<file path="config.mk">
export PLATFORM = sky130hd
export DESIGN_NAME = axis_maxpool_engine
export DESIGN_NICKNAME = d
export VERILOG_FILES = /design/src/design/maxpool_pkg.sv /design/src/design/axis_register_slice.sv /design/src/design/maxpool_lane_max.sv /design/src/design/maxpool_window_accum.sv /design/src/design/axis_maxpool_engine.sv
export VERILOG_INCLUDE_DIRS = /design/src /design/src/include
export SDC_FILE = /design/constraint.sdc
export NUM_CORES = 1
export LEC_CHECK = 0
export CAP_MARGIN = 40
export CORE_UTILIZATION = 55
export DETAILED_ROUTE_END_ITERATION = 7
export DONT_BUFFER_PORTS = 1
export PLACE_DENSITY = 0.7
export SLEW_MARGIN = 20
export SYNTH_ARGS = -nofsm -noshare
export SYNTH_HDL_FRONTEND = slang
export SYNTH_HIERARCHICAL = 1
export SYNTH_SLANG_ARGS = --single-unit
</file>
<file path="constraint.sdc">
create_clock -name aclk -period 9.9 [get_ports aclk]
set_input_delay 0.495 -clock aclk [delete_from_list [all_inputs] [get_ports aclk]]
set_output_delay 0.495 -clock aclk [all_outputs]
set_load 0.05 [all_outputs]
</file>
<file path="src/include/maxpool_params.svh">
`ifndef MAXPOOL_PARAMS_SVH
`define MAXPOOL_PARAMS_SVH

// Number of channel groups per beat.
`define MP_GROUPS 2

// Number of units in each group.
`define MP_UNITS 3

// Width of one signed pixel word.
`define MP_WORD_WIDTH 8

// Output beats per tlast.
`define MP_MEMBERS 8

// Both copies of the grid, in words.
`define MP_COPIES 2

`endif

</file>
<file path="src/design/maxpool_pkg.sv">
`default_nettype none

`include "maxpool_params.svh"

package maxpool_pkg;

  // One signed pixel.
  typedef logic signed [`MP_WORD_WIDTH-1:0] word_t;

  // Indexed as [copy][group][unit].
  typedef word_t [`MP_COPIES-1:0][`MP_GROUPS-1:0][`MP_UNITS-1:0] grid_t;

  // One keep bit per word, same order as grid_t.
  typedef logic [`MP_COPIES-1:0][`MP_GROUPS-1:0][`MP_UNITS-1:0] keep_t;

  typedef struct packed {
    grid_t grid;
    logic  is_max;
  } in_beat_t;

  typedef struct packed {
    grid_t grid;
    keep_t keep;
    logic  last;
  } out_beat_t;

  // Signed maximum of two words.
  function automatic word_t word_max(input word_t a, input word_t b);
    return (a > b) ? a : b;
  endfunction

endpackage

`default_nettype wire

</file>
<file path="src/design/axis_register_slice.sv">
`timescale 1ns/1ns
`default_nettype none

module axis_register_slice #(
  parameter type payload_t = logic
) (
  input  logic     aclk,
  input  logic     rst_n,
  input  logic     in_valid,
  input  payload_t in_data,
  output logic     in_ready,
  output logic     out_valid,
  output payload_t out_data,
  input  logic     out_ready
);

  logic     main_valid;
  logic     main_valid_d;
  payload_t main_data;
  logic     skid_valid;
  logic     skid_valid_d;
  payload_t skid_data;
  logic     in_accept;
  logic     main_load;

  assign in_accept = in_valid & in_ready;
  // Main register is free when empty or being drained this cycle.
  assign main_load = out_ready | ~main_valid;

  always_comb begin
    main_valid_d = main_valid;
    skid_valid_d = skid_valid;
    if (main_load) begin
      main_valid_d = skid_valid | in_accept;
      skid_valid_d = 1'b0;
    end else if (in_accept) begin
      skid_valid_d = 1'b1;
    end
  end

  always_ff @(posedge aclk) begin
    if (!rst_n) begin
      main_valid <= 1'b0;
      skid_valid <= 1'b0;
      in_ready   <= 1'b0;
      main_data  <= '0;
    end else begin
      main_valid <= main_valid_d;
      skid_valid <= skid_valid_d;
      // Ready is registered, low only while the spare entry is occupied.
      in_ready   <= ~skid_valid_d;
      if (main_load && (skid_valid || in_accept)) begin
        main_data <= skid_valid ? skid_data : in_data;
      end
    end
  end

  always_ff @(posedge aclk) begin
    if (in_accept && !main_load) begin
      skid_data <= in_data;
    end
  end

  assign out_valid = main_valid;
  assign out_data  = main_data;

endmodule

`default_nettype wire

</file>
<file path="src/design/maxpool_lane_max.sv">
`timescale 1ns/1ns
`default_nettype none

`include "maxpool_params.svh"

module maxpool_lane_max (
  input  logic                  aclk,
  input  logic                  rst_n,
  input  logic                  in_valid,
  input  maxpool_pkg::in_beat_t in_data,
  output logic                  in_ready,
  output logic                  out_valid,
  output maxpool_pkg::in_beat_t out_data,
  input  logic                  out_ready
);

  maxpool_pkg::in_beat_t reduced;
  logic                  in_accept;

  // Horizontal half of the 2x2 window, copy 0 against copy 1.
  always_comb begin
    reduced = in_data;
    if (in_data.is_max) begin
      for (int g = 0; g < `MP_GROUPS; g++) begin
        for (int u = 0; u < `MP_UNITS; u++) begin
          reduced.grid[0][g][u] = maxpool_pkg::word_max(in_data.grid[0][g][u],
                                                        in_data.grid[1][g][u]);
        end
      end
    end
  end

  // Stage register takes a beat whenever it is empty or being drained.
  assign in_ready  = out_ready | ~out_valid;
  assign in_accept = in_valid & in_ready;

  always_ff @(posedge aclk) begin
    if (!rst_n) begin
      out_valid <= 1'b0;
    end else if (in_ready) begin
      out_valid <= in_valid;
    end
  end

  always_ff @(posedge aclk) begin
    if (in_accept) begin
      out_data <= reduced;
    end
  end

endmodule

`default_nettype wire

</file>
<file path="src/design/maxpool_window_accum.sv">
`timescale 1ns/1ns
`default_nettype none

`include "maxpool_params.svh"

module maxpool_window_accum (
  input  logic                   aclk,
  input  logic                   rst_n,
  input  logic                   in_valid,
  input  maxpool_pkg::in_beat_t  in_data,
  output logic                   in_ready,
  output logic                   out_valid,
  output maxpool_pkg::out_beat_t out_data,
  input  logic                   out_ready
);

  localparam int CNT_W = ($clog2(`MP_MEMBERS) > 0) ? $clog2(`MP_MEMBERS) : 1;

  logic                   half;
  logic [CNT_W-1:0]       out_count;
  logic                   count_wrap;
  logic                   in_accept;
  logic                   emit;
  maxpool_pkg::grid_t     held;
  maxpool_pkg::grid_t     pooled;
  maxpool_pkg::keep_t     pool_keep;
  maxpool_pkg::out_beat_t next_beat;

  assign in_ready   = out_ready | ~out_valid;
  assign in_accept  = in_valid & in_ready;
  // A first pooling beat is only held, everything else produces a beat.
  assign emit       = in_accept & (~in_data.is_max | half);
  assign count_wrap = (out_count == CNT_W'(`MP_MEMBERS - 1));

  // Vertical half of the window, copy 1 is zeroed and masked.
  always_comb begin
    pooled    = '0;
    pool_keep = '0;
    for (int g = 0; g < `MP_GROUPS; g++) begin
      for (int u = 0; u < `MP_UNITS; u++) begin
        pooled[0][g][u]    = maxpool_pkg::word_max(held[0][g][u], in_data.grid[0][g][u]);
        pool_keep[0][g][u] = 1'b1;
      end
    end
  end

  always_comb begin
    next_beat.last = count_wrap;
    if (in_data.is_max) begin
      next_beat.grid = pooled;
      next_beat.keep = pool_keep;
    end else begin
      next_beat.grid = in_data.grid;
      next_beat.keep = '1;
    end
  end

  always_ff @(posedge aclk) begin
    if (!rst_n) begin
      out_valid <= 1'b0;
      half      <= 1'b0;
      out_count <= '0;
    end else begin
      if (out_ready) begin
        out_valid <= 1'b0;
      end
      if (emit) begin
        out_valid <= 1'b1;
        out_count <= count_wrap ? '0 : out_count + 1'b1;
      end
      if (in_accept && in_data.is_max) begin
        half <= ~half;
      end
    end
  end

  always_ff @(posedge aclk) begin
    if (in_accept && in_data.is_max && !half) begin
      held <= in_data.grid;
    end
    if (emit) begin
      out_data <= next_beat;
    end
  end

endmodule

`default_nettype wire

</file>
<file path="src/design/axis_maxpool_engine.sv">
`timescale 1ns/1ns
`default_nettype none

module axis_maxpool_engine (
  input  logic               aclk,
  input  logic               rst_n,
  input  logic               s_axis_tvalid,
  output logic               s_axis_tready,
  input  maxpool_pkg::grid_t s_axis_tdata,
  input  logic               s_axis_tuser,
  output logic               m_axis_tvalid,
  input  logic               m_axis_tready,
  output maxpool_pkg::grid_t m_axis_tdata,
  output maxpool_pkg::keep_t m_axis_tkeep,
  output logic               m_axis_tlast
);

  maxpool_pkg::in_beat_t  s_beat;
  maxpool_pkg::in_beat_t  slice_data;
  logic                   slice_valid;
  logic                   slice_ready;
  maxpool_pkg::in_beat_t  lane_data;
  logic                   lane_valid;
  logic                   lane_ready;
  maxpool_pkg::out_beat_t accum_data;
  logic                   accum_valid;
  logic                   accum_ready;
  maxpool_pkg::out_beat_t m_beat;

  assign s_beat.grid   = s_axis_tdata;
  assign s_beat.is_max = s_axis_tuser;

  axis_register_slice #(
    .payload_t (maxpool_pkg::in_beat_t)
  ) i_in_slice (
    .aclk      (aclk),
    .rst_n     (rst_n),
    .in_valid  (s_axis_tvalid),
    .in_data   (s_beat),
    .in_ready  (s_axis_tready),
    .out_valid (slice_valid),
    .out_data  (slice_data),
    .out_ready (slice_ready)
  );

  maxpool_lane_max i_lane_max (
    .aclk      (aclk),
    .rst_n     (rst_n),
    .in_valid  (slice_valid),
    .in_data   (slice_data),
    .in_ready  (slice_ready),
    .out_valid (lane_valid),
    .out_data  (lane_data),
    .out_ready (lane_ready)
  );

  maxpool_window_accum i_window_accum (
    .aclk      (aclk),
    .rst_n     (rst_n),
    .in_valid  (lane_valid),
    .in_data   (lane_data),
    .in_ready  (lane_ready),
    .out_valid (accum_valid),
    .out_data  (accum_data),
    .out_ready (accum_ready)
  );

  axis_register_slice #(
    .payload_t (maxpool_pkg::out_beat_t)
  ) i_out_slice (
    .aclk      (aclk),
    .rst_n     (rst_n),
    .in_valid  (accum_valid),
    .in_data   (accum_data),
    .in_ready  (accum_ready),
    .out_valid (m_axis_tvalid),
    .out_data  (m_beat),
    .out_ready (m_axis_tready)
  );

  assign m_axis_tdata = m_beat.grid;
  assign m_axis_tkeep = m_beat.keep;
  assign m_axis_tlast = m_beat.last;

endmodule

`default_nettype wire

</file>
==> flow_metrics.py <==
metrics = {
    "worst_setup_path": {
        "crit_type": "reg2reg",
        "cp_cell_sequence": "buf_4 -> inv_2 -> o211ai_1 -> clkinv_2 -> buf_4",
        "startpoint_type": "flip-flop",
        "cp.arrival_ns": 3.53,
        "endpoint_kind": "flip-flop",
        "cp_num_buf_inv": 4,
        "crit_top_cell": "buf_4",
        "slowest_delay_ns": 0.68,
        "cp-startpoint": "i_lane_max/out_data[0]",
        "cp.depth": 5,
        "cpMaxStageDelayCell": "clkinv_2",
        "worstPathMaxFanout": 63,
        "cp_data_required_time_ns": 10.13,
        "path_delay_family": "buffers and inverters",
        "reg2reg_depth": 5,
        "r2r-start": "i_lane_max/out_data[0]",
    },
    "timing": {
        "period_share_pct": 33.3,
        "period_minus_slack_ns": 3.30,
        "drv_slew": 0,
        "rsz0062_at_grt": "false",
        "final-setup-viol-count": 0,
        "timing.setup.tns_ns": 0,
        "max_freq_ghz": 0.303,
        "tightest_slew_ns": 0.888,
        "slew_headroom_pct": 40.8,
        "finClkSkew_ns": 0.0323,
        "final_hold_viol_count": 0,
    },
    "routing": {
        "drtAntennaViolNets": 0,
        "wl_mm": 61.7,
        "via_per_inst": 6.08,
        "initialDrtViolationCount": 1698,
        "num_vias": 17600,
        "drcViolationCount": 0,
        "firstDrtPassIters": 8,
        "wl_per_cell_um": 21.3,
    },
    "layout": {
        "seqCellArea_um2": 17900,
        "finish.net_count": 2359,
        "area_growth_pct": 12.7,
        "multi_input_area_um2": 9870,
        "final_cell_area_um2": 32500,
        "n_fill_cell": 3779,
        "drive_above_1_share_pct": 10.2,
        "final_core_util_pct": 63.0,
    },
    "synthesis": {
        "yosysSeqAreaShare_pct": 61.9,
        "synth_seq_cells": 667,
        "synth_edf_count": 449,
        "synth_warnings": 6,
        "synthFlopType": "edfxtp_1",
        "netlist_area_um2": 28900,
        "synth_cell_types": 81,
        "netlist_instances": 2114,
        "avgSynthCellArea_um2": 13.6,
        "async_flop_share_pct": 0,
    },
    "place": {
        "gp_congestion": 0.871,
        "placed_area_um2": 29300,
        "dp_hpwl_mm": 40.8,
        "port_buffers": 0,
    },
    "flow_run": {
        "drv_cap": 0,
    },
    "grt": {
        "antenna_found_initial": 0,
        "grt_usage_pct": 23.4,
        "grt_pass1_vias": 17200,
        "grt_first_pass_wirelength_mm": 98.2,
        "grt_max_degree": 219,
        "grt_overflow_total": 0,
    },
    "clock_network": {
        "cts.sinks": 667,
        "clk_transition_reported_paths_ns": 0.06,
        "cts_made_buffers": 69,
        "cts_buffer_depth": 3,
        "clock_latency_ns": 0.59,
        "cts_tree": "done",
        "clockRootBuffer": "clkbuf_16",
        "cts_setup_buffers": 0,
        "htreeDepth": 3,
    },
    "floorplan": {
        "rows": 83,
        "core_um2": 51600,
        "dieWidth_um": 231,
        "initial_core_util_pct": 55.9,
        "dieArea_um2": 53400,
        "ios": 212,
        "die_y_um": 231,
    },
    "hold_path": {
        "hold_start": "rst_n",
        "hold_class": "in2reg",
        "hold_depth": 1,
    },
    "power_and_ir_drop": {
        "p_leak_nw": 13.3,
        "max-vdd-ir-drop_mv": 0.153,
        "p_per_area_nw_per_um2": 182,
        "finalPower_mw": 5.93,
    },
    "status": {
        "outcome": "finished clean",
    },
}
-- placed cells by master (no fill, tap or decap), types with 6 or more instances in the layout --
master	synthesis	final
dlygate4sd3_1	0	97
o21a_1	7	7
clkinv_1	1	8
o22a_1	8	8
mux2_4	8	8
buf_4	21	20
o211ai_1	20	20
edfxtp_1	449	449
nand2b_1	8	6
nand2_1	19	19
mux2_2	48	48
nand3_1	225	225
mux2i_1	206	206
ha_1	98	98
clkbuf_8	0	11
nor4_1	7	7
dfxtp_1	218	216
nand4_1	27	27
nor2b_1	62	62
clkbuf_16	0	73
nor2_1	10	7
conb_1	1	6
o21ai_0	10	10
a21o_1	9	7
and3_1	7	7
o211a_1	210	210
nor3_1	17	17
a21oi_1	43	43
clkbuf_1	68	14
inv_1	118	117
o22ai_1	16	16
o221a_2	9	9
nand4b_1	7	7
o21bai_1	6	6
clkinv_2	0	13
-- sequential cells by signal, summed over array words and instances, names as in the netlist --
signal / cells
i_lane_max/out_valid: 1
i_lane_max/out_data: 97
i_window_accum/out_valid: 1
i_in_slice/skid_valid: 1
i_window_accum/held: 48
i_window_accum/out_data: 98
i_in_slice/out_valid: 1
i_out_slice/in_ready: 1
i_in_slice/out_data: 97
i_window_accum/out_count: 3
i_out_slice/skid_data: 109
i_in_slice/skid_data: 97
i_out_slice/skid_valid: 1
i_out_slice/out_valid: 1
i_out_slice/out_data: 109
i_in_slice/in_ready: 1
i_window_accum/half: 1
-- cell type report --
| type | instances | area share, % |
|---|---|---|
| clock buffer | 98 | 6.24 |
| tap | 680 | 2.62 |
| inverter | 120 | 1.39 |
| antenna | 1 | 0.00769 |
| timing repair buffer | 124 | 3.95 |
| clock inverter | 26 | 0.569 |
| multi-input combinational | 1178 | 30.3 |
| sequential | 667 | 54.9 |
-- synthesized netlist by cell type, drive strengths merged (16+ instances only) --
master    n  area share [%]
nand4    27            0.59
nor3     18            0.33
nand2    19            0.25
buf      86             1.7
inv     119             1.5
mux2i   206             7.1
a21oi    43            0.75
ha       98             4.2
nor2b    62             1.3
mux2     58             2.4
clkbuf   68            0.88
o211a   210             7.3
edfxtp  449              47
dfxtp   218              15
o22ai    16            0.35
nand3   225             3.9
o211ai   20            0.52
-- report_power, final --
group	leakage [nW]	switching, mW	internal [mW]
Combinational	6.38	0.171	0.157
Sequential	5.87	0.0761	3.02
Clock	1.09	1.02	1.48
Total	13.3	1.27	4.66
-- layer usage --
layer | vias up | track usage [%] | part of all wire, %
met3 | 97 | 4.54 | 6.0
met1 | 8709 | 36.0 | 49
met2 | 559 | 33.6 | 43
li1 | 8220 | - | -
met5 | - | 0 | 0
met4 | 0 | 6.29 | 2.2
-- logic make-up (layout without fill, tap and decap cells) --
family                   count (synthesis)  in the layout  synth area share (%)
adder cells (fa/ha/maj)                 98             98                  4.25
AND/OR/NAND/NOR                        413            413                  7.88
XOR/XNOR                                 1              1                0.0304
flip-flops                             667            667                  61.9
multiplexers                           264            264                  9.51
AO/OA/AOI/OAI                          396            396                  12.3
other                                    1              7                0.0130
buffers and inverters                  274            368                  4.18
-- what timing repair did --
item	4_1_cts	5_1_grt
hold endpoints to repair	97	0
hold buffers	97	0
resized for setup	0	0
-- worst reg2reg max path, cell delays in order, from the launching register on --
cell and delay, ns:
edfxtp_1 0.32, buf_4 0.45, inv_2 0.27, o211ai_1 0.53, clkinv_2 0.68, buf_4 0.63
-- per-stage QoR --
| stage | setup slack [ns] | hold slack [ns] | std cells |
|---|---|---|---|
| after CTS | 6.58 | 0.00661 | 2891 |
| after global routing | 6.29 | 0.0107 | 2893 |
| final | 6.60 | 0.0295 | 2894 |
| after global placement | 6.61 | 0.432 | 2661 |
| after detailed placement | 6.62 | 0.435 | 2670 |
| after floorplan | 3.55 | 0.426 | 2119 |
-- final timing paths --
| kind | endpoint | slack (ns) |
|---|---|---|
| setup / recovery | i_window_accum/out_data[61] | 6.60 |
| hold / removal | i_out_slice/out_data[100] | 0.03 |
| setup reg to reg | i_window_accum/out_data[61] | 6.60 |
| hold reg to reg | i_out_slice/skid_data[91] | 0.45 |
Note: power is estimated with default switching activity, not from simulation.
